`config.mk`:
```
export PLATFORM = sky130hd
export DESIGN_NAME = response_frame
export DESIGN_NICKNAME = d
export VERILOG_FILES = /design/src/mem_server_pkg.sv /design/src/response_frame.sv
export SDC_FILE = /design/constraint.sdc
export NUM_CORES = 1
export LEC_CHECK = 0
export ABC_AREA = 1
export BUFFER_PORTS_ARGS = -buffer_cell sky130_fd_sc_hd__buf_2
export CORE_MARGIN = 8
export CORE_UTILIZATION = 55
export CTS_CLUSTER_SIZE = 12
export DETAILED_ROUTE_END_ITERATION = 10
export GPL_TIMING_DRIVEN = 0
export MAX_ROUTING_LAYER = met4
export PLACE_DENSITY = 0.9
export SYNTH_ARGS = -nofsm -noshare
export SYNTH_HDL_FRONTEND = slang
export SYNTH_SLANG_ARGS = --single-unit
```
`constraint.sdc`:
```
create_clock -name clk -period 4.8 [get_ports clk]
set_clock_uncertainty 0.2 [all_clocks]
set_input_delay 0.24 -clock clk [delete_from_list [all_inputs] [get_ports clk]]
set_output_delay 0.24 -clock clk [all_outputs]
set_load 0.01 [all_outputs]
```
`src/mem_server_pkg.sv`:
```
package mem_server_pkg;

	////////////////////////////////////////
	// Frame constants
	////////////////////////////////////////

	// Read request: addr[4] then a zero byte
	localparam logic [7:0] LEN_READ_REQ = 8'd5;

	// Write request: addr[4], data[4], lane mask
	localparam logic [7:0] LEN_WRITE_REQ = 8'd9;

	// Response: four data bytes
	localparam logic [7:0] LEN_READ_RSP = 8'd4;

	// Largest payload the frame buffer must hold
	localparam int MAX_PAYLOAD = 9;

	////////////////////////////////////////
	// Opcodes and FSM states
	////////////////////////////////////////

	typedef enum logic {
		OP_READ,
		OP_WRITE
	} mem_op_t;

	typedef enum logic [1:0] {
		DS_LEN,
		DS_PAYLOAD,
		DS_ISSUE
	} decode_state_t;

	typedef enum logic [1:0] {
		RS_IDLE,
		RS_LEN,
		RS_DATA
	} result_state_t;

	typedef enum logic [1:0] {
		US_IDLE,
		US_START,
		US_DATA,
		US_STOP
	} uart_state_t;

endpackage
```
`src/response_frame.sv`:
```
module response_frame import mem_server_pkg::*; (
	input  logic        clk,
	input  logic        rst,
	input  logic        rsp_valid,
	input  logic [31:0] rsp_data,
	output logic        rsp_ready,
	output logic        tx_valid,
	output logic [7:0]  tx_byte,
	input  logic        tx_ready
);

	result_state_t state;
	logic [31:0]   rsp_word;
	logic [1:0]    byte_idx;
	logic          tx_hs;

	assign rsp_ready = (state == RS_IDLE);
	assign tx_valid  = (state != RS_IDLE);
	assign tx_hs     = tx_valid && tx_ready;

	// Length byte first, then data LSB first
	assign tx_byte = (state == RS_LEN) ? LEN_READ_RSP : rsp_word[8*byte_idx +: 8];

	always_ff @(posedge clk or posedge rst) begin
		if (rst) begin
			state    <= RS_IDLE;
			byte_idx <= '0;
		end else begin
			case (state)
				RS_IDLE: begin
					byte_idx <= '0;
					if (rsp_valid)
						state <= RS_LEN;
				end
				RS_LEN: begin
					if (tx_hs)
						state <= RS_DATA;
				end
				RS_DATA: begin
					if (tx_hs) begin
						byte_idx <= byte_idx + 2'd1;
						if (byte_idx == 2'(LEN_READ_RSP - 8'd1))
							state <= RS_IDLE;
					end
				end
				default: state <= RS_IDLE;
			endcase
		end
	end

	// Word is held here so execute can take the next request
	always_ff @(posedge clk) begin
		if (rsp_valid && rsp_ready)
			rsp_word <= rsp_data;
	end

endmodule

```
==> results.toml <==
[grt]
grt_pass1_wl_um = 6760
top_usage_layer = "met2"
grt_overflow = 0
grt_usage_pct = 18.1
use_met1_pct = 17.3
use_met3_pct = 5.37
grt_max_degree = 22
grt_pass1_vias = 1472
grtUsageMet2_pct = 32.0
antenna_found_initial = 1

[detailed_routing]
ant_nets = 0
drt-pass1-iter-count = 4
drc_errors = 0
drtIter0Drc = 78
wl_um = 4230
via_per_inst = 5.01
wl_per_cell_um = 15.6
route.vias.total = 1357

[worst_setup_path]
end_kind = "output port"
required_ns = 4.36
r2r_slack_ns = 2.82
reg2reg_from = "state[1]"
r2r_cells = 4
regToRegEndpoint = "rsp_word[12]"
setup.worst_path.start = "byte_idx[1]"
endpoint = "tx_byte[6]"
cp.arrival_ns = 1.64
crit_path_start_kind = "flip-flop"
path_max_fanout = 10
worst-setup-path-type = "reg -> out"

[pwr]
peakVddDrop_uv = 309
p_leak_nw = 1.08
p_per_area_nw_per_um2 = 462

[sta]
fin_crit_sh_pct = 43.4
worstMarginPinSlew_ns = 0.715
fin_tns_setup_ns = 0
period_minus_slack_ns = 2.08
finalSetupViolations = 0
max_slew_margin_pct = 52.3
final-max-slew-violation-count = 0
finalHoldWorstSlack_ns = 0.113
timing.final.hold_violations = 0
fmax_mhz = 481
rsz0062_at_grt = "false"

[synthesis]
synthTopCellsByCount = "inv_1 (33), nand2_1 (33), edfxtp_1 (32), nand3_1 (11)"
synthCells = 148
async_flop_share_pct = 11.1
yosys.area_share.adder_pct = 0.763
ys_types = 16
synth_compound_area_share_pct = 5.04
syn_area_um2 = 1640
synth_warnings = 0
synth_flop_cell = "edfxtp_1"
synthSimpleGateAreaFrac_pct = 18.3
synth_top_family_by_area = "simple AND/OR/NAND/NOR gates"
yosys.area.top_type = "edfxtp_1"
ys_seq_area_share_pct = 64.7
avgSynthCellArea_um2 = 11.1
synthMuxAreaShare_pct = 0
ys_ff_latch = 36
synth_edf_count = 32
synth_fp_nets = 185
synth-xor-area-share_pct = 0
netlist.area_leader.share_pct = 58.6
synthTopCellsByArea = "edfxtp_1 (59%), inv_1 (7.6%), nand2_1 (7.6%), dfrtp_1 (6.1%), nand3_2 (4.3%)"

[place]
io_buffers = 45
dp_hpwl_um = 2420
place_congestion = 0.810

[finish]
drive_above_1_share_pct = 33.8
final_nets = 273
synthToLayoutAreaGrowth_pct = 42.6

[cts]
h-tree-depth = 2
clock-sinks = 36
cts-root-buf = "clkbuf_4"
cts_tree = "yes"
cts-buffers-inserted = 5
worstSkewPairLatency_ns = 0.34
clk_path_buf_depth = 2
path_clk_slew_ns = 0.10

[floorplan]
row_count = 20
die_y_um = 70.6
die_w_um = 70.6
core_area_um2 = 2950
die-area_um2 = 4980
start_util_pct = 55.5
ios = 46

[outcome]
outcome = "finished, final reports clean"

[flow_run]
max_cap_violations = 0

[hold_path]
hold_path.class = "in -> async"
-- flip-flops by register name, summed over array words and instances (netlist names) --
signal / cells
byte_idx: 2
rsp_word: 32
state: 2
-- cells in the final DEF, fill, tap and decap left out, drive strengths merged --
cell type / instances
edfxtp: 32
o21ai: 2
clkbuf: 7
inv: 36
nand2: 40
ha: 1
dfrtp: 4
nand3: 18
a21oi: 8
dlygate4sd3: 35
buf: 50
clkinv: 1
o22ai: 1
diode: 1
nor2: 2
-- where the power goes --
group / internal [W] / leakage [nW] / switching [W] / total [W]
sequential: 0.000427 / 0.352 / 0.0000250 / 0.000452
clock: 0.0000563 / 0.0269 / 0.0000902 / 0.000146
combinational: 0.000190 / 0.701 / 0.000290 / 0.000480
total: 0.000674 / 1.08 / 0.000405 / 0.00108
-- repair_timing --
item,CTS,global route
resized for setup,0,0
hold endpoints to repair,38,0
buffers inserted,0,0
hold buffers,35,0
-- layer usage --
metal | wire (µm) | vias up
li1 | - | 650
met1 | 1560 | 628
met2 | 2250 | 64
met3 | 265 | 15
met4 | 151 | 0
met5 | 0 | -
-- area by class of cell --
cell class,count,area (µm²)
clock buffer,7,45.0
antenna,1,2.50
sequential,36,1060
multi-input combinational,72,398
clock inverter,1,3.75
timing repair buffer,81,603
inverter,36,138
tap,33,41.3
buffer,4,45.0
fill,177,616
-- worst min-delay path by stage --
stage | from | to | slack [ns] | depth (start not counted)
after floorplan | rst | byte_idx[0] | -0.19 | 1
after global placement | rst | state[1] | -0.07 | 2
after detailed placement | rst | state[1] | -0.07 | 2
after CTS | rst | state[0] | 0.10 | 3
after global routing | rst | state[0] | 0.13 | 3
final | rst | state[0] | 0.11 | 3
-- cells by family (layout without fill, tap and decap cells) --
logic type,after synthesis,in the layout
buffers and inverters,40,129
AOI/OAI and AO/OA,11,11
adders and majority gates,1,1
and+or+nand+nor,60,60
DFF,36,36
other,0,1
-- stage by stage --
stage | util (%) | setup slack [ns] | instance area [µm²] | instances | total power (W)
after floorplan | - | 2.06 | 1640 | 148 | 0.000741
after global placement | 64.5 | 1.79 | 1910 | 226 | 0.000861
after detailed placement | 65.6 | 2.85 | 1940 | 227 | 0.000892
after CTS | 79.1 | 2.78 | 2330 | 270 | 0.00106
after global routing | 79.2 | 2.65 | 2340 | 271 | 0.00114
final | 79.2 | 2.72 | 2340 | 271 | 0.00108
-- worst max-delay path, cell delays in order (launching register included) --
cell and delay (ns):
dfrtp_1 0.40, buf_6 0.16, inv_1 0.23, nand3_1 0.17, a21oi_2 0.19, buf_2 0.15
Power figures use the tool's default switching activity.
