File: src/mem_server_pkg.sv
package mem_server_pkg;

	////////////////////////////////////////
	// Frame constants
	////////////////////////////////////////

	// Read request: addr[4] then a zero byte
	localparam logic [7:0] LEN_READ_REQ = 8'd5;

	// Write request: addr[4], data[4], lane mask
	localparam logic [7:0] LEN_WRITE_REQ = 8'd9;

	// Response: four data bytes
	localparam logic [7:0] LEN_READ_RSP = 8'd4;

	// Largest payload the frame buffer must hold
	localparam int MAX_PAYLOAD = 9;

	////////////////////////////////////////
	// Opcodes and FSM states
	////////////////////////////////////////

	typedef enum logic {
		OP_READ,
		OP_WRITE
	} mem_op_t;

	typedef enum logic [1:0] {
		DS_LEN,
		DS_PAYLOAD,
		DS_ISSUE
	} decode_state_t;

	typedef enum logic [1:0] {
		RS_IDLE,
		RS_LEN,
		RS_DATA
	} result_state_t;

	typedef enum logic [1:0] {
		US_IDLE,
		US_START,
		US_DATA,
		US_STOP
	} uart_state_t;

endpackage
File: src/uart_link.sv
module uart_link import mem_server_pkg::*; #(
	parameter int CLKS_PER_BIT = 4
) (
	input  logic       clk,
	input  logic       rst,
	input  logic       rx,
	output logic       tx,
	output logic       rx_valid,
	output logic [7:0] rx_byte,
	input  logic       tx_valid,
	input  logic [7:0] tx_byte,
	output logic       tx_ready
);

	localparam int CNT_W = $clog2(CLKS_PER_BIT + 1);
	localparam logic [CNT_W-1:0] BIT_LAST = CNT_W'(CLKS_PER_BIT - 1);
	localparam logic [CNT_W-1:0] HALF_BIT = CNT_W'((CLKS_PER_BIT - 1) / 2);

	logic             rx_meta;
	logic             rx_sync;
	uart_state_t      rx_state;
	logic [CNT_W-1:0] rx_cnt;
	logic [2:0]       rx_bit;
	logic [7:0]       rx_shift;
	logic             rx_sample;

	uart_state_t      tx_state;
	logic [CNT_W-1:0] tx_cnt;
	logic [2:0]       tx_bit;
	logic [7:0]       tx_shift;
	logic             tx_load;
	logic             tx_step;

	////////////////////////////////////////
	// Receiver
	////////////////////////////////////////

	// Two-flop synchronizer, idles high like the line
	always_ff @(posedge clk or posedge rst) begin
		if (rst) begin
			rx_meta <= 1'b1;
			rx_sync <= 1'b1;
		end else begin
			rx_meta <= rx;
			rx_sync <= rx_meta;
		end
	end

	assign rx_sample = (rx_state == US_DATA) && (rx_cnt == BIT_LAST);
	assign rx_byte = rx_shift;

	always_ff @(posedge clk or posedge rst) begin
		if (rst) begin
			rx_state <= US_IDLE;
			rx_cnt   <= '0;
			rx_bit   <= '0;
			rx_valid <= 1'b0;
		end else begin
			rx_valid <= 1'b0;
			case (rx_state)
				US_IDLE: begin
					rx_cnt <= '0;
					if (!rx_sync)
						rx_state <= US_START;
				end
				US_START: begin
					// Middle of start bit; a short glitch goes back to idle
					if (rx_cnt == HALF_BIT) begin
						rx_cnt   <= '0;
						rx_bit   <= '0;
						rx_state <= rx_sync ? US_IDLE : US_DATA;
					end else begin
						rx_cnt <= rx_cnt + 1'b1;
					end
				end
				US_DATA: begin
					if (rx_cnt == BIT_LAST) begin
						rx_cnt <= '0;
						rx_bit <= rx_bit + 1'b1;
						if (rx_bit == 3'd7)
							rx_state <= US_STOP;
					end else begin
						rx_cnt <= rx_cnt + 1'b1;
					end
				end
				US_STOP: begin
					if (rx_cnt == BIT_LAST) begin
						rx_valid <= rx_sync;  // framing error drops the byte
						rx_state <= US_IDLE;
					end else begin
						rx_cnt <= rx_cnt + 1'b1;
					end
				end
				default: rx_state <= US_IDLE;
			endcase
		end
	end

	// LSB first, so shift in from the top
	always_ff @(posedge clk) begin
		if (rx_sample)
			rx_shift <= {rx_sync, rx_shift[7:1]};
	end

	////////////////////////////////////////
	// Transmitter
	////////////////////////////////////////

	assign tx_ready = (tx_state == US_IDLE);
	assign tx_load  = tx_valid && tx_ready;
	assign tx_step  = (tx_state == US_DATA) && (tx_cnt == BIT_LAST);

	always_comb begin
		case (tx_state)
			US_START: tx = 1'b0;
			US_DATA:  tx = tx_shift[0];
			default:  tx = 1'b1;
		endcase
	end

	always_ff @(posedge clk or posedge rst) begin
		if (rst) begin
			tx_state <= US_IDLE;
			tx_cnt   <= '0;
			tx_bit   <= '0;
		end else begin
			case (tx_state)
				US_IDLE: begin
					tx_cnt <= '0;
					tx_bit <= '0;
					if (tx_valid)
						tx_state <= US_START;
				end
				US_START: begin
					if (tx_cnt == BIT_LAST) begin
						tx_cnt   <= '0;
						tx_state <= US_DATA;
					end else begin
						tx_cnt <= tx_cnt + 1'b1;
					end
				end
				US_DATA: begin
					if (tx_cnt == BIT_LAST) begin
						tx_cnt <= '0;
						tx_bit <= tx_bit + 1'b1;
						if (tx_bit == 3'd7)
							tx_state <= US_STOP;
					end else begin
						tx_cnt <= tx_cnt + 1'b1;
					end
				end
				US_STOP: begin
					if (tx_cnt == BIT_LAST)
						tx_state <= US_IDLE;
					else
						tx_cnt <= tx_cnt + 1'b1;
				end
				default: tx_state <= US_IDLE;
			endcase
		end
	end

	always_ff @(posedge clk) begin
		if (tx_load)
			tx_shift <= tx_byte;
		else if (tx_step)
			tx_shift <= {1'b0, tx_shift[7:1]};
	end

	// Sender keeps the byte on offer until the line goes idle
	assert property (@(posedge clk) disable iff (rst)
		tx_valid && !tx_ready |=> tx_valid && $stable(tx_byte))
		else $error("tx byte withdrawn before it was accepted");

endmodule

File: config.mk
export PLATFORM = sky130hd
export DESIGN_NAME = uart_link
export DESIGN_NICKNAME = d
export VERILOG_FILES = /design/src/mem_server_pkg.sv /design/src/uart_link.sv
export SDC_FILE = /design/constraint.sdc
export NUM_CORES = 1
export LEC_CHECK = 0
export ABC_AREA = 1
export BUFFER_PORTS_ARGS = -buffer_cell sky130_fd_sc_hd__buf_2
export CORE_UTILIZATION = 39
export CTS_CLUSTER_SIZE = 24
export DETAILED_ROUTE_END_ITERATION = 6
export PLACE_DENSITY = 0.65
export SLEW_MARGIN = 0
export SYNTH_ARGS = -nofsm -noshare
export SYNTH_HDL_FRONTEND = slang
export SYNTH_SLANG_ARGS = --single-unit
File: constraint.sdc
create_clock -name clk -period 1.7 [get_ports clk]
set_clock_uncertainty 0.15 [all_clocks]
set_input_delay 0.34 -clock clk [delete_from_list [all_inputs] [get_ports clk]]
set_output_delay 0.34 -clock clk [all_outputs]
set_load 0.02 [all_outputs]
==> qor.log <==
qor: sta.slew-limit-headroom 77.2%
qor: floorplanning.num_io_pins 23
qor: synthesis.yosys_most_used_dff sky130_fd_sc_hd__dfrtp_1
qor: synthesis.avgSynthCellArea 10.3 um2
qor: synthesis.synth_simple_gate_area_share 14.3%
qor: pwr.gate_power_share 39.1%
qor: sta.post-route-period-util 100%
qor: pwr.power.net_switching 1.08 mW
qor: synthesis.synth-edff-count 16
qor: clock_network.cts.reportedPaths.clkPinSlew 0.07 ns
qor: clock_network.clock_tree_from_tritoncts yes
qor: sta.rsz0062_at_grt true
qor: finish.final_layout_size_suffix_gt1_share 30.7%
qor: pwr.pwr-share-clk 19.5%
qor: floorplanning.effective_utilization_at_floorplan 41.3%
qor: synthesis.yosys_warnings 0
qor: finish.area.growth.synth_to_final 23.2%
qor: worst_setup_path.required 1.21 ns
qor: floorplanning.floorplan.core_area 4060 um2
qor: floorplanning.dieArea 4560 um2
qor: synthesis.yosys.cell_count.top_type sky130_fd_sc_hd__nand2_1
qor: synthesis.synth.mux.area_fraction 4.71%
qor: floorplanning.die_x 67.5 um
qor: synthesis.synth.top_cells.by_count sky130_fd_sc_hd__nand2_1, sky130_fd_sc_hd__inv_1, sky130_fd_sc_hd__dfrtp_1, sky130_fd_sc_hd__edfxtp_1, sky130_fd_sc_hd__ha_1
qor: global_routing.gr-usage-all-layers 14.6%
qor: pwr.internal_power 1.90 mW
qor: global_routing.grt_start_max_net_pins 20
qor: pwr.power.share.sequential 41.4%
qor: worst_setup_path.path_max_fanout 3
qor: synthesis.synth.area.top_cells sky130_fd_sc_hd__edfxtp_1, sky130_fd_sc_hd__dfrtp_1, sky130_fd_sc_hd__ha_1, sky130_fd_sc_hd__nand2_1, sky130_fd_sc_hd__inv_1
qor: worst_setup_path.capturing_element_type_of_the_critical_path output pin
qor: outcome.violations setup timing
qor: place.dp_hpwl 2010 um
qor: synthesis.async_reset_ff_share 54.3%
qor: clock_network.max_h_tree_level 2
qor: synthesis.synth.ff_latch_count 35
qor: synthesis.synth-xor-area-share 0%
qor: clock_network.cts.path.max_buffers 2
qor: floorplanning.fp-row-count 23
qor: synthesis.synth_top_family_by_area simple AND/OR/NAND/NOR gates
qor: drt.drc 0
qor: synthesis.compound_cell_area_share_of_the_yosys_netlist 5.31%
qor: pwr.power_density 1440 nW/um2
qor: drt.drt.antenna.violating_nets 0
qor: pwr.max-vdd-ir-drop 0.000634 V
qor: sta.post-route-min-period 1.71 ns
qor: finish.antennaDiodeCount 0
qor: worst_setup_path.path_class flop to output pin
qor: floorplanning.die-height 67.5 um
qor: synthesis.synth_seq_area_share 57.2%
qor: synthesis.area_leader_netlist sky130_fd_sc_hd__edfxtp_1
qor: sta.max_slew.worst_pin.slew 0.339 ns
qor: sta.timing.hold.ws 0.200 ns
qor: synthesis.syn_area 1670 um2
qor: clock_network.numCtsBuffers 5
qor: clock_network.clk_latency 0.29 ns
qor: outcome.outcome complete, but fails checks
qor: sta.max_freq 585 MHz
qor: pwr.sw_frac_of_total 36.2%
qor: global_routing.first_global_vias 1145
qor: finish.final_net_count 226
qor: synthesis.synth_top_area_share 28.7%
qor: synthesis.synth_fp_nets 190
qor: synthesis.synthCells 162
qor: drt.drt-total-wl 2870 um
qor: drt.viasPerCell 4.59
qor: run.max_cap_viol_count 0
qor: drt.route.detailed.wl_per_inst 11.5 um
qor: sta.layout_setup_ws -0.00805 ns
qor: global_routing.first_pass_grt_wire_length 4790 um
qor: finish.fin_util 50.8%
qor: sta.final_max_slew_viols 0
qor: drt.number_of_detailed_route_iterations_in_the_first_pass 4
qor: sta.setup_violations 1
qor: global_routing.antenna_found_initial 0
qor: worst_hold_path.hold_class input port to flop
qor: finish.filler_cell_count 382
qor: drt.first_iter_violations 58
qor: sta.finalHoldViolations 0
qor: worst_setup_path.worstPathArrival 1.22 ns
qor: clock_network.clock-sinks 35
qor: pwr.power.static_leakage 1.01 nW
qor: place.io_buffer_count 22
qor: worst_setup_path.timing.critical_path.from_type flop
qor: synthesis.yosysUniqueCellTypes 18
qor: global_routing.grt-ovfl-total 0
qor: synthesis.synth_fa_ha_area_share 12.0%
qor: place.finalWeightedCongestion 0.802
qor: clock_network.ctsRootBufferMaster sky130_fd_sc_hd__clkbuf_8
qor: pwr.finalPower 2.97 mW
qor: drt.num_vias 1142
==> flip-flops by register name, indices dropped and copies added, names as in the netlist, named ones only <==
register  cells
rx_bit        3
rx_byte       8
rx_cnt        3
rx_meta       1
rx_state      1
rx_sync       1
rx_valid      1
tx_bit        3
tx_cnt        3
tx_shift      8
tx_state      2
==> power by group through the flow <==
stage	logic [mW]	registers, mW	clock network, mW
4_1_cts	1.06	1.22	0.609
6_report	1.16	1.23	0.579
2_1_floorplan	0.724	1.21	0
5_1_grt	1.33	1.25	0.633
3_3_place_gp	0.956	1.23	0
3_5_place_dp	0.974	1.23	0
==> cell usage in the layout, fill, tap and decap left out, drive strengths merged <==
cell type    synthesis  final
nand2               36     36
inv                 29     29
buf                  0     27
dfrtp               17     17
edfxtp              16     16
ha                  16     16
o21ai               12     12
nor2                10     10
mux2                 7      7
nand3                7      7
clkbuf               0      7
a21oi                3      3
nor3                 3      3
dlygate4sd3          0      2
dfstp                2      2
nand3b               1      1
or2                  1      1
o22ai                1      1
a22oi                1      1
clkinv               0      1
==> cell families (layout without fill, tap and decap cells) <==
kind of cell | count (synthesis) | in the layout
and+or+nand+nor | 58 | 58
adders and majority gates | 16 | 16
DFF | 35 | 35
buffers and inverters | 29 | 66
muxes | 7 | 7
AOI/OAI and AO/OA | 17 | 17
==> what timing repair did <==
| item | 4_1_cts | 5_1_grt |
|---|---|---|
| gates resized for setup | 10 | 15 |
| endpoints found under the setup margin | 10 | 18 |
| pin swaps | 1 | 3 |
| endpoints found under the hold margin | 18 | 0 |
| setup buffers | 1 | 1 |
| hold buffers | 2 | 0 |
==> cell type report <==
type	instances	area, um2	area share, %
clock inverters	1	5.00	0.243
inverters	29	109	5.28
multi-input cells	98	669	32.5
flip-flops and latches	35	960	46.5
well taps	50	62.6	3.03
clock buffers	7	76.3	3.70
repair buffers	29	180	8.74
==> layer usage <==
metal / GRT usage [%] / part of all wire, % / vias to the layer above
met5: 0 / 0 / -
met4: 6.91 / 2.7 / 0
met3: 5.24 / 4.1 / 9
met2: 23.5 / 45 / 27
met1: 17.1 / 48 / 511
li1: - / - / 595
==> worst max-delay path, stage by stage (launching register included) <==
cell	delay, ns
sky130_fd_sc_hd__dfrtp_1	0.40
sky130_fd_sc_hd__buf_6	0.14
sky130_fd_sc_hd__ha_4	0.15
sky130_fd_sc_hd__o21ai_2	0.11
sky130_fd_sc_hd__buf_6	0.13
==> metrics by stage <==
stage | setup TNS (ns) | worst slack [ns] | cells | instance area (um2)
global route | -0.0852 | -0.0485 | 249 | 2060
CTS | -0.0472 | -0.0472 | 248 | 2010
detailed placement | -0.143 | -0.0180 | 237 | 1870
finish | -0.00805 | -0.00805 | 249 | 2060
floorplan | 0 | 0.0133 | 162 | 1680
global placement | 0 | 0.0487 | 237 | 1870
==> worst paths after layout <==
| check | from | to | slack [ns] | cells past startpoint |
|---|---|---|---|---|
| worst max-delay path | tx_state[0]$_DFFE_PP0P_ | tx | -0.008 | 4 |
| worst min-delay path | tx_byte[0] | tx_shift[0]$_DFFE_PP_ | 0.20 | 2 |
| worst max register to register | tx_state[1]$_DFFE_PP0P_ | tx_shift[2]$_DFFE_PP_ | 0.07 | 4 |
| worst min register to register | rx_meta$_DFF_PP1_ | rx_sync$_DFF_PP1_ | 0.21 | 0 |
| max in group asynchronous | rst | rx_meta$_DFF_PP1_ | 0.68 | 4 |
| min in group asynchronous | rst | tx_cnt[1]$_DFFE_PP0P_ | 0.46 | 4 |
No activity file was read; power rests on OpenSTA's default activity.
