### src/mem_server_pkg.sv
package mem_server_pkg;

	////////////////////////////////////////
	// Frame constants
	////////////////////////////////////////

	// Read request: addr[4] then a zero byte
	localparam logic [7:0] LEN_READ_REQ = 8'd5;

	// Write request: addr[4], data[4], lane mask
	localparam logic [7:0] LEN_WRITE_REQ = 8'd9;

	// Response: four data bytes
	localparam logic [7:0] LEN_READ_RSP = 8'd4;

	// Largest payload the frame buffer must hold
	localparam int MAX_PAYLOAD = 9;

	////////////////////////////////////////
	// Opcodes and FSM states
	////////////////////////////////////////

	typedef enum logic {
		OP_READ,
		OP_WRITE
	} mem_op_t;

	typedef enum logic [1:0] {
		DS_LEN,
		DS_PAYLOAD,
		DS_ISSUE
	} decode_state_t;

	typedef enum logic [1:0] {
		RS_IDLE,
		RS_LEN,
		RS_DATA
	} result_state_t;

	typedef enum logic [1:0] {
		US_IDLE,
		US_START,
		US_DATA,
		US_STOP
	} uart_state_t;

endpackage
### src/mem_req_if.sv
interface mem_req_if import mem_server_pkg::*; ();

	// One decoded request, held until ready
	logic        valid;
	logic        ready;
	mem_op_t     op;
	logic [31:0] addr;
	logic [31:0] wdata;
	logic [3:0]  mask;

	modport decoder (
		output valid,
		output op,
		output addr,
		output wdata,
		output mask,
		input  ready
	);

	modport executor (
		input  valid,
		input  op,
		input  addr,
		input  wdata,
		input  mask,
		output ready
	);

endinterface

### src/request_decode.sv
module request_decode import mem_server_pkg::*; (
	input  logic       clk,
	input  logic       rst,
	input  logic       rx_valid,
	input  logic [7:0] rx_byte,
	mem_req_if.decoder req
);

	decode_state_t state;
	logic [7:0]    payload [MAX_PAYLOAD];
	logic [3:0]    idx;
	logic [3:0]    last_idx;
	logic          is_read;
	logic          last_byte;

	assign req.valid = (state == DS_ISSUE);
	assign last_byte = (state == DS_PAYLOAD) && rx_valid && (idx == last_idx);

	////////////////////////////////////////
	// Frame FSM
	////////////////////////////////////////

	always_ff @(posedge clk or posedge rst) begin
		if (rst) begin
			state    <= DS_LEN;
			idx      <= '0;
			last_idx <= '0;
			is_read  <= 1'b0;
		end else begin
			case (state)
				DS_LEN: begin
					if (rx_valid) begin
						idx      <= '0;
						last_idx <= rx_byte[3:0] - 4'd1;
						is_read  <= (rx_byte == LEN_READ_REQ);
						// Unknown lengths never leave this state
						if (rx_byte == LEN_READ_REQ || rx_byte == LEN_WRITE_REQ)
							state <= DS_PAYLOAD;
					end
				end
				DS_PAYLOAD: begin
					if (rx_valid) begin
						idx <= idx + 4'd1;
						if (idx == last_idx) begin
							// Read frames need a zero fifth byte
							if (is_read && rx_byte != 8'd0)
								state <= DS_LEN;
							else
								state <= DS_ISSUE;
						end
					end
				end
				DS_ISSUE: begin
					// Bytes arriving here are lost
					if (req.ready)
						state <= DS_LEN;
				end
				default: state <= DS_LEN;
			endcase
		end
	end

	////////////////////////////////////////
	// Payload buffer and request fields
	////////////////////////////////////////

	always_ff @(posedge clk) begin
		if (state == DS_PAYLOAD && rx_valid)
			payload[idx] <= rx_byte;
		if (last_byte) begin
			req.addr <= {payload[3], payload[2], payload[1], payload[0]};
			if (is_read) begin
				req.op    <= OP_READ;
				req.wdata <= '0;
				req.mask  <= 4'h0;
			end else begin
				req.op    <= OP_WRITE;
				req.wdata <= {payload[7], payload[6], payload[5], payload[4]};
				// Mask is the ninth byte, taken straight off the line
				req.mask  <= rx_byte[3:0];
			end
		end
	end

	assert property (@(posedge clk) disable iff (rst)
		req.valid && !req.ready |=> req.valid && $stable(req.op) && $stable(req.addr)
			&& $stable(req.wdata) && $stable(req.mask))
		else $error("request changed while waiting for execute");

endmodule

### src/flat_wrapper.sv
// flat-port wrapper written by rule: the top's interface ports become plain ports
module request_decode_flat import mem_server_pkg::*;
  (clk, rst, rx_valid, rx_byte, req_valid, req_op, req_addr, req_wdata, req_mask, req_ready);
  mem_req_if req_i ();
  input  logic clk;
  input  logic rst;
  input  logic rx_valid;
  input  logic [7:0] rx_byte;
  output wire logic [$bits(req_i.valid)-1:0] req_valid;
  output wire logic [$bits(req_i.op)-1:0] req_op;
  output wire logic [$bits(req_i.addr)-1:0] req_addr;
  output wire logic [$bits(req_i.wdata)-1:0] req_wdata;
  output wire logic [$bits(req_i.mask)-1:0] req_mask;
  input wire logic [$bits(req_i.ready)-1:0] req_ready;
  assign req_valid = req_i.valid;
  assign req_op = req_i.op;
  assign req_addr = req_i.addr;
  assign req_wdata = req_i.wdata;
  assign req_mask = req_i.mask;
  assign req_i.ready = req_ready;
  request_decode u_core (.clk(clk), .rst(rst), .rx_valid(rx_valid), .rx_byte(rx_byte), .req(req_i));
endmodule
### config.mk
export PLATFORM = sky130hd
export DESIGN_NAME = request_decode_flat
export DESIGN_NICKNAME = d
export VERILOG_FILES = /design/src/mem_server_pkg.sv /design/src/mem_req_if.sv /design/src/request_decode.sv /design/src/flat_wrapper.sv
export SDC_FILE = /design/constraint.sdc
export NUM_CORES = 1
export LEC_CHECK = 0
export ABC_AREA = 1
export ABC_CLOCK_PERIOD_IN_PS = 4200
export BUFFER_PORTS_ARGS = -buffer_cell sky130_fd_sc_hd__buf_2
export CORE_MARGIN = 2
export CORE_UTILIZATION = 40
export CTS_BUF_LIST = sky130_fd_sc_hd__clkbuf_16
export CTS_CLUSTER_DIAMETER = 100
export DETAILED_ROUTE_END_ITERATION = 16
export HOLD_SLACK_MARGIN = 0.03
export SETUP_SLACK_MARGIN = 0.4
export SYNTH_ARGS = -nofsm -noshare
export SYNTH_HDL_FRONTEND = slang
export SYNTH_SLANG_ARGS = --single-unit
export TNS_END_PERCENT = 1
### constraint.sdc
create_clock -name clk -period 4.2 [get_ports clk]
set_input_delay 1.05 -clock clk [delete_from_list [all_inputs] [get_ports clk]]
set_output_delay 1.05 -clock clk [all_outputs]
set_load 0.05 [all_outputs]
==> results of run 1 <==
-- flip-flops by register name (all words and copies together), names as in the netlist --
signal / count
req_addr: 32
u_core.last_idx: 4
req_wdata: 32
u_core.is_read: 1
u_core.req.op: 1
u_core.req.mask: 4
u_core.state: 2
u_core.idx: 4
u_core.payload: 64
-- metal layers --
layer / up-vias / global-route usage [%]
met4: 0 / 5.18
met1: 1311 / 18.2
met5: - / 0
met3: 11 / 5.92
li1: 1319 / -
met2: 72 / 21.8
-- placed cells by master, fill, tap and decap left out --
master and n:
edfxtp_1 133, buf_2 81, inv_1 56, nor2_1 46, nand2_1 30, clkbuf_16 17, dfrtp_1 11, nand3_1 7
nor3_1 7, ha_1 6, clkinv_2 6, o21ai_0 5, buf_4 5, o21ai_1 4, inv_2 3, nor2_2 3
clkinv_1 3, bufinv_16 3, nand2_2 2, nand2_4 2, clkinv_4 2, o21ai_2 1, a21oi_1 1, nand4_1 1
a21oi_2 1, a21boi_1 1, or2_2 1, a31oi_1 1, nor2_4 1, nor4_1 1, o22ai_1 1, clkinvlp_4 1
-- area by class of cell --
type	instances	area (um2)	share of cell area, %
timing repair buffer	86	443	6.99
tap	172	215	3.40
clock inverter	15	151	2.39
multi-input combinational	122	602	9.50
clock buffer	17	425	6.72
inverter	59	226	3.58
sequential	144	4270	67.4
-- critical path: cells and delay by family, from the launching register on --
kind          cells  cell delay, ns
simple gates      1            0.11
flops             1            0.43
buf+inv           2            0.35
-- cell families after synthesis --
| logic type | count (synthesis) |
|---|---|
| buffers and inverters | 63 |
| adder cells (fa/ha/maj) | 6 |
| AND/OR/NAND/NOR | 101 |
| flip-flops | 144 |
| AO/OA/AOI/OAI | 15 |
-- how the worst max path moves through the flow --
stage,slack [ns],cells past startpoint,start,to
2_1_floorplan,0.81,2,rx_valid,req_addr[0]
3_3_place_gp,1.68,3,rx_valid,u_core.payload[6][0]
3_5_place_dp,1.60,3,rx_valid,u_core.payload[6][3]
4_1_cts,1.82,3,u_core.state[1],req_valid
5_1_grt,1.74,3,u_core.state[1],req_valid
6_report,1.84,3,u_core.state[1],req_valid
-- power breakdown --
group / switching, mW / total (mW) / internal (mW)
Combinational: 0.0945 / 0.130 / 0.0352
Clock: 0.527 / 1.44 / 0.917
Sequential: 0.0146 / 1.60 / 1.58
Total: 0.636 / 3.17 / 2.54
==> metrics.md, run 1 <==
| Metric | Value |
|---|---|
| Routed Antenna Nets | `0` |
| First drt pass iteration count | `4` |
| Die outline width | `~120 um` |
| Starting density of the core | `40.6%` |
| Worst hold margin | `0.413 ns` |
| CTS tree | `yes` |
| Cell depth of the worst flop-to-flop path | `4` |
| WL final | `approximately 8.9 mm` |
| Total track usage | `approximately 14%` |
| Register area share after synthesis | `83.6%` |
| Dominant cells by area after synthesis | `edfxtp_1 78%, dfrtp_1 5.4%, inv_1 4.0%` |
| Synthesized area per cell | `~16 um2` |
| Share of the cycle needed by the critical path after routing | `56.2%` |
| Post-place setup slack | `around 1.6 ns` |
| Normalized max-slew margin | `between 10% and 20%` |
| Syn Std Cell Area | `approximately 5100 um2` |
| Compound-gate portion of the synthesized area | `1.71%` |
| Top post-synthesis cells by count | `133 x edfxtp_1, 55 x inv_1, 47 x nor2_1` |
| Number of rows created at floorplan | `41` |
| Worst-case clock skew | `0.00823 ns` |
| CTS clk-pin slew, worst paths | `0.06 ns` |
| Reg2Reg Launch Point | `u_core.idx[0]` |
| Combinational family with the most area after synthesis | `simple AND/OR/NAND/NOR gates` |
| Detailed-route vias per instance | `4.41` |
| Proportion of synthesized flip-flops having asynchronous set or reset | `under 10%` |
| Slew Viols, Final | `0` |
| Final setup violating endpoints | `0` |
| Total count of hold-check failures in the final report | `0` |
| Count of state elements after synthesis | `between 100 and 150` |
| M1 WL | `3.84 mm` |
| Total clock buffers created by CTS | `17` |
| Non-filler cells in the finished layout | `between 600 and 700` |
| Global-route wire length before repair | `~14 mm` |
| End of the worst register-to-register path | `u_core.payload[6][6]` |
| Routed wire length on met3 | `564 um` |
| Parity-gate share of the synthesized area counting xor and xnor cells | `0%` |
| Root Driver | `clkbuf_16` |
| Most common cell in the netlist | `edfxtp_1` |
| Type of the worst setup path | `register to output pin` |
| Cell variety after synth | `26` |
| Weighted congestion at the end of routability-driven global placement | `between 0.7 and 0.8` |
| Crit end category | `output pin` |
| Ant. Diodes | `0` |
| Fill count | `1,062` |
| Time the final worst path needs with I/O delays and setup | `between 2 and 2.5 ns` |
| LEAKAGE | `2.57 nW` |
| Number of buffers inserted to repair setup after CTS | `0` |
| Highest metal used | `met4` |
| Min-delay worst type | `register to register` |
| Post-Layout Inst Area | `6330 um2` |
| Depth of the CTS H-tree | `4` |
| Largest area contributor in the synthesized netlist | `edfxtp_1` |
| Gates resized, CTS repair | `0` |
| Standard cell with the maximum stage delay on the critical path | `dfrtp_1` |
| Total number of vias | `2,713` |
| Pin count of the biggest net entering global routing | `40` |
| Largest stage delay, worst path | `0.43 ns` |
| Cell depth of the worst hold path | `0` |
| IR drop worst, VDD | `between 0.2 and 0.25 mV` |
| Die footprint | `around 14,000 um2` |
| Initial antenna violation count | `0` |
| Max-cap check violation count | `0` |
| Number of nets in the finished design | `448` |
| Clock latency reported for the late side of the worst-skew pair | `0.42 ns` |
| Count of buffers inserted at the top-level ports | `between 80 and 90` |
| Maximum fanout along the worst path | `4` |
| Post-synth top area share | `about four fifths` |
| Hold Buf Count CTS | `0` |
| Dpl hpwl | `5.71 mm` |
| CP Cell Sequence | `inv_1 > nor2_2 > buf_2` |
| Gate Count Post-Synth | `329` |
| Count of flip-flops with a built-in enable after synthesis | `between 100 and 150` |
| Total met2 wirelength after detailed routing | `around 4.4 mm` |
| Ratio of cells with drive above 1 in the final layout | `a little under 30%` |
| Routed len/inst | `approximately 14 um` |
| Final-layout setup total negative slack | `0 ns` |
| Synthesized-area fraction occupied by and/or/nand/nor cells | `8.45%` |
| Adder-Cell Fraction of Synth Area | `1.47%` |
| Post-layout power | `roughly 3.2 mW` |
| Final core utilization | `50.4%` |
| RSZ-0062 raised after global routing | `no` |
| DIE HEIGHT | `roughly 120 um` |
| Number of global-route vias before repair | `roughly 2,600` |
| Post-Synthesis Net Count | `between 300 and 400` |
| Start point of the worst min-delay path | `u_core.payload[2][4]` |
| Area growth from synthesis to final layout | `24.0%` |
| Total power per unit cell area | `around 500 nW/um2` |
| Max Clk Rate | `~420 MHz` |
| Crit path arrival time | `around 1.3 ns` |
| Fin worst setup slack | `between 1.5 and 2 ns` |
| Num ports | `slightly above 80` |
| Initial DRC count | `~190` |
| Most used flip-flop cell after synthesis | `edfxtp_1` |
| Outcome | `finished clean` |
| Kind of launch point of the worst setup path | `register` |
| Data required time of the worst path | `approximately 3.2 ns` |
| Post-route DRC | `0` |
| Maximum buffer depth of the clock tree | `2` |
| Multiplexer area fraction after synthesis | `0%` |
| Hold Crit Endpoint | `req_addr[20]` |
| Leftover overflow at the end of global routing | `0` |
| Core Area | `12,600 um2` |
| Worst-Margin Slew | `around 1.2 ns` |
| Worst R2R Setup Slack | `~2.1 ns` |
| Placed cell area | `5760 um2` |
| Sink count of the clock tree | `roughly 140` |
| Ys Warns | `0` |
| Placed cell count | `approximately 580` |
(Power assumes the default switching activity.)
==> run 2: changes to the inputs <==
--- a/config.mk
+++ b/config.mk
@@ -6,7 +6,7 @@
 export NUM_CORES = 1
 export LEC_CHECK = 0
 export ABC_AREA = 1
-export ABC_CLOCK_PERIOD_IN_PS = 4200
+export ABC_CLOCK_PERIOD_IN_PS = 2400
 export BUFFER_PORTS_ARGS = -buffer_cell sky130_fd_sc_hd__buf_2
 export CORE_MARGIN = 2
 export CORE_UTILIZATION = 40
==> constraint.sdc (replaced) <==
create_clock -name clk -period 2.4 [get_ports clk]
set_input_delay 0.6 -clock clk [delete_from_list [all_inputs] [get_ports clk]]
set_output_delay 0.6 -clock clk [all_outputs]
set_load 0.05 [all_outputs]
==> run 2 against run 1 <==
Net effect: design area rose by 1.7%; first-iteration DRC count rose by 27%; routed wire length fell by 2.5%; clock skew fell by 0.0017 ns; core utilization rose by 0.87 points; hold slack got worse by 0.23 ns; critical path depth did not move; worst setup slack got worse by 1.3 ns; sequential cell count did not move; clock power rose by 91%; register-to-register slack got worse by 1.4 ns; sequential share of layout area fell by 1.1 points.
==> metrics.md, run 2 (same netlist as run 1, synthesis figures left out) <==
| Metric | Value |
|---|---|
| Outcome | `finished clean` |
| Max Clk Rate | `between 500 and 600 MHz` |
| Total power per unit cell area | `896 nW/um2` |
| Ant. Diodes | `0` |
| Total number of vias | `~2,700` |
| Sink count of the clock tree | `roughly 140` |
| Normalized max-slew margin | `between 70 and 80%` |
| Share of the cycle needed by the critical path after routing | `between 70% and 80%` |
| Standard cell with the maximum stage delay on the critical path | `dfrtp_1` |
| Global-route wire length before repair | `13.3 mm` |
| Detailed-route vias per instance | `approximately 4.4` |
| RSZ-0062 raised after global routing | `no` |
| CP Cell Sequence | `inv_1 > nor2_2 > buf_2` |
| Total track usage | `13.6%` |
| Weighted congestion at the end of routability-driven global placement | `0.807` |
| Type of the worst setup path | `register to output pin` |
| Number of global-route vias before repair | `about 2,600` |
| Worst-case clock skew | `between 0.006 and 0.007 ns` |
| Routed len/inst | `13.9 um` |
| Largest stage delay, worst path | `about 0.43 ns` |
| Gates resized, CTS repair | `0` |
| Register with the highest flop count | `u_core.payload` |
| Final setup violating endpoints | `0` |
| Routed Antenna Nets | `0` |
| Area growth from synthesis to final layout | `26.1%` |
| Die outline width | `between 100 and 150 um` |
| Leading cell types in the layout, fill and taps excluded | `133 x edfxtp_1, 81 x buf_2, 57 x inv_1` |
| Maximum fanout along the worst path | `4` |
| Number of rows created at floorplan | `between 40 and 50` |
| Hold Buf Count CTS | `0` |
| Crit end category | `output pin` |
| Worst-Margin Slew | `between 0.4 and 0.5 ns` |
| Pin count of the biggest net entering global routing | `54` |
| Min-delay worst type | `input port to asynchronous set/reset pin` |
| Kind of launch point of the worst setup path | `register` |
| Reg2Reg Launch Point | `u_core.idx[0]` |
| Crit path arrival time | `approximately 1.3 ns` |
| Cell depth of the worst flop-to-flop path | `7` |
| Most frequent standard cell in the layout excluding fill and tap cells | `edfxtp_1` |
| IR drop worst, VDD | `around 0.49 mV` |
| Root Driver | `clkbuf_16` |
| Die footprint | `13,700 um2` |
| Slew Viols, Final | `0` |
| End of the worst register-to-register path | `req_addr[1]` |
| DIE HEIGHT | `around 120 um` |
| Number of buffers inserted to repair setup after CTS | `0` |
| Final core utilization | `slightly above 50%` |
| Core Area | `around 13,000 um2` |
| Initial DRC count | `about 240` |
| WL final | `8.65 mm` |
| Initial antenna violation count | `0` |
| Depth of the CTS H-tree | `4` |
| Worst R2R Setup Slack | `a little under 0.8 ns` |
| Final-layout setup total negative slack | `0 ns` |
| Largest register FFs | `64` |
| Dpl hpwl | `~5.7 mm` |
| Number of nets in the finished design | `454` |
| Num ports | `82` |
| Clock latency reported for the late side of the worst-skew pair | `0.41 ns` |
| Data required time of the worst path | `1.80 ns` |
| CTS tree | `yes` |
| Time the final worst path needs with I/O delays and setup | `between 1.5 and 2 ns` |
| LEAKAGE | `approximately 2.6 nW` |
| Starting density of the core | `40.6%` |
| Post-route DRC | `0` |
| Ratio of cells with drive above 1 in the final layout | `between 30 and 40%` |
| CTS clk-pin slew, worst paths | `roughly 0.060 ns` |
| Maximum buffer depth of the clock tree | `2` |
| Leftover overflow at the end of global routing | `0` |
| Total count of hold-check failures in the final report | `0` |
| Count of buffers inserted at the top-level ports | `between 80 and 90` |
| First drt pass iteration count | `4` |
| Max-cap check violation count | `0` |
| Total clock buffers created by CTS | `17` |
==> run 2: cell count changes in the layout (fill, tap and decap cells not counted) <==
cell | previous run | this run
bufinv_16 | 3 | 5
clkinv_4 | 2 | 3
buf_12 | 0 | 1
inv_1 | 56 | 57
buf_4 | 5 | 10
clkinv_2 | 6 | 4
clkinvlp_4 | 1 | 0
clkinv_1 | 3 | 0
inv_2 | 3 | 5
==> run 2: worst max-delay path, delay by kind of cell (launching register included) <==
kind / cells / cell delay, ns
buffers and inverters: 2 / 0.35
flip-flops: 1 / 0.43
AND/OR/NAND/NOR: 1 / 0.11
==> run 2: power by group <==
part           internal [mW]  total [mW]  switching (mW)
sequential              2.77        2.80          0.0266
clock                   1.82        2.75           0.926
combinational         0.0625       0.228           0.165
total                   4.65        5.77            1.12
==> run 2: final cells by class <==
type | count | area, um2
clock buffers | 17 | 425
clock inverters | 15 | 203
fillers | 1049 | 6130
inverters | 59 | 226
multi-input cells | 122 | 602
flip-flops and latches | 144 | 4270
well taps | 172 | 215
repair buffers | 92 | 500
==> run 2: routing by layer <==
layer	vias to the layer above	wire (um)	global-route usage, %
met1	1324	3740	15.5
met5	-	0	0
li1	1332	-	-
met4	0	82	5.25
met3	7	437	5.15
met2	67	4390	23.3
==> run 2: how the worst max path moves through the flow <==
stage | startpoint | end | slack, ns | cells past startpoint
4_1_cts | u_core.state[1] | req_valid | 0.47 | 3
6_report | u_core.state[1] | req_valid | 0.50 | 3
5_1_grt | u_core.state[1] | req_valid | 0.43 | 3
3_3_place_gp | rx_byte[0] | u_core.state[1] | 0.71 | 8
3_5_place_dp | rx_byte[0] | u_core.state[1] | 0.66 | 8
2_1_floorplan | u_core.idx[0] | req_addr[0] | 0.21 | 6
==> run 2: stage by stage <==
stage / power, mW / cells / setup WS [ns] / instance area (um2) / hold WS [ns]
2_1_floorplan: 3.00 / 329 / 0.211 / 5120 / 0.400
3_3_place_gp: 3.07 / 589 / 0.710 / 5810 / 0.402
3_5_place_dp: 3.08 / 589 / 0.661 / 5810 / 0.405
4_1_cts: 5.83 / 621 / 0.472 / 6440 / 0.188
5_1_grt: 5.97 / 621 / 0.432 / 6440 / 0.229
6_report: 5.77 / 621 / 0.502 / 6440 / 0.183
==> run 3: changes to the inputs <==
--- a/config.mk
+++ b/config.mk
@@ -6,7 +6,7 @@
 export NUM_CORES = 1
 export LEC_CHECK = 0
 export ABC_AREA = 1
-export ABC_CLOCK_PERIOD_IN_PS = 2400
+export ABC_CLOCK_PERIOD_IN_PS = 1800
 export BUFFER_PORTS_ARGS = -buffer_cell sky130_fd_sc_hd__buf_2
 export CORE_MARGIN = 2
 export CORE_UTILIZATION = 40
==> constraint.sdc (replaced) <==
create_clock -name clk -period 1.8 [get_ports clk]
set_input_delay 0.45 -clock clk [delete_from_list [all_inputs] [get_ports clk]]
set_output_delay 0.45 -clock clk [all_outputs]
set_load 0.05 [all_outputs]
==> run 3 against run 2 <==
Net effect: clock-buffer cell count unchanged; via count grew 3.9%; worst setup slack got worse by 0.35 ns; first-iteration DRC count down 13%; largest cell class unchanged.
==> metrics.md, run 3 (same netlist as run 1, synthesis figures left out) <==
| Metric | Value |
|---|---|
| Core Area | `roughly 13,000 um2` |
| Worst-Margin Slew | `just under 0.5 ns` |
| Total clock buffers created by CTS | `17` |
| Total number of vias | `~2,800` |
| Count of buffers inserted at the top-level ports | `between 80 and 90` |
| DIE HEIGHT | `around 120 um` |
| Maximum buffer depth of the clock tree | `2` |
| Total count of hold-check failures in the final report | `0` |
| Register with the highest flop count | `u_core.payload` |
| CTS tree | `yes` |
| Maximum fanout along the worst path | `6` |
| Type of the worst setup path | `register to register` |
| Weighted congestion at the end of routability-driven global placement | `about 0.76` |
| Crit end category | `register` |
| LEAKAGE | `about 2.7 nW` |
| IR drop worst, VDD | `approximately 0.57 mV` |
| Post-route DRC | `0` |
| Share of the cycle needed by the critical path after routing | `91.8%` |
| Final setup violating endpoints | `0` |
| Placed cell area | `approximately 5800 um2` |
| Normalized max-slew margin | `67.9%` |
| Dpl hpwl | `about 5.7 mm` |
| Initial DRC count | `between 200 and 250` |
| Crit path arrival time | `between 1.5 and 2 ns` |
| Pin count of the biggest net entering global routing | `39` |
| Area growth from synthesis to final layout | `31.3%` |
| Largest register FFs | `64` |
| Detailed-route vias per instance | `4.40` |
| Time the final worst path needs with I/O delays and setup | `around 1.7 ns` |
| RSZ-0062 raised after global routing | `yes` |
| Total power per unit cell area | `between 1000 and 1500 nW/um2` |
| Data required time of the worst path | `~1.9 ns` |
| Ratio of cells with drive above 1 in the final layout | `between 30% and 40%` |
| Most frequent standard cell in the layout excluding fill and tap cells | `edfxtp_1` |
| Die outline width | `between 100 and 150 um` |
| Root Driver | `clkbuf_16` |
| Leading cell types in the layout, fill and taps excluded | `133 x edfxtp_1, 80 x buf_2, 53 x inv_1` |
| Routed len/inst | `~15 um` |
| Kind of launch point of the worst setup path | `register` |
| Global-route wire length before repair | `approximately 14 mm` |
| Number of global-route vias before repair | `around 2,700` |
| Outcome | `finished clean` |
| Num ports | `82` |
| Ant. Diodes | `0` |
| Fin worst setup slack | `about 0.15 ns` |
| WL final | `~9.5 mm` |
| Slew Viols, Final | `0` |
| First drt pass iteration count | `4` |
| Max Clk Rate | `approximately 610 MHz` |
| Post-place setup slack | `about 0.19 ns` |
| Number of nets in the finished design | `~480` |
| Die footprint | `roughly 14,000 um2` |
| Leftover overflow at the end of global routing | `0` |
| Fill count | `between 1,000 and 1,500` |
| Initial antenna violation count | `0` |
| Depth of the CTS H-tree | `4` |
| Worst-case clock skew | `between 0.008 and 0.009 ns` |
| Post-Layout Inst Area | `between 6000 and 7000 um2` |
| Sink count of the clock tree | `~140` |
| Cell depth of the worst flop-to-flop path | `9` |
| Max-cap check violation count | `0` |
| Total track usage | `around 15%` |
| Min-delay worst type | `input port to asynchronous set/reset pin` |
| Routed Antenna Nets | `0` |
| CTS clk-pin slew, worst paths | `0.06 ns` |
| Number of rows created at floorplan | `41` |
| Starting density of the core | `between 40 and 50%` |
| Clock latency reported for the late side of the worst-skew pair | `0.42 ns` |
[run 3: stage by stage]
step           setup TNS (ns)  util, %  hold WS [ns]  instances  power [mW]
2_1_floorplan          -26.82        -         0.302        329        3.99
3_3_place_gp                0     46.3         0.402        590        4.10
3_5_place_dp                0     46.3         0.405        590        4.11
4_1_cts                     0     52.9        0.0382        641        7.58
5_1_grt                     0     53.4        0.0717        645        7.79
6_report                    0     53.4        0.0371        645        7.57
[run 3: timing repair]
action | in CTS | in global routing
setup endpoints to repair | 203 | 204
hold buffers | 0 | 0
pin swaps | 7 | 3
endpoints found under the hold margin | 0 | 0
resized for setup | 11 | 1
cloned | 3 | 1
setup buffers | 16 | 3
[run 3: path summary, 6_finish.rpt]
path	from	to	slack (ns)
setup / recovery	u_core.last_idx[2]	req_addr[2]	0.15
min in group clk	req_ready	u_core.state[1]	0.29
hold reg to reg	u_core.payload[0][7]	req_addr[7]	0.42
max in group asynchronous	rst	u_core.idx[1]	1.41
hold / removal	rst	u_core.idx[2]	0.04
setup reg to reg	u_core.last_idx[2]	req_addr[2]	0.15
[run 3: critical path, cell delays in order, from the launching register on]
cell and delay (ns):
dfrtp_1 0.40, inv_1 0.06, nand2_1 0.07, nand2_1 0.05, nor2_1 0.11, nand2_1 0.11
nor2_4 0.18, buf_6 0.15, buf_12 0.11, clkbuf_16 0.13
[run 3: per-layer routing]
layer / GRT usage (%) / vias up / wire length [um]
met5: 0 / - / 0
met4: 6.59 / 0 / 201
met3: 4.74 / 19 / 483
met2: 24.2 / 79 / 4730
met1: 17.5 / 1361 / 4070
li1: - / 1377 / -
[run 3: area by class of cell]
cell class              instances  area [um2]  share of cell area [%]
clock buffers                  17         425                    6.34
clock inverters                15         160                    2.39
inverters                      59         226                    3.38
multi-input cells             122         607                    9.05
flip-flops and latches        144        4270                    63.7
well taps                     172         215                    3.21
repair buffers                116         805                    12.0
[run 3: where the power goes]
part	internal [mW]	switching, mW	leakage, nW
logic	0.154	0.252	1.13
registers	3.69	0.0354	1.34
clock network	2.05	1.38	0.273
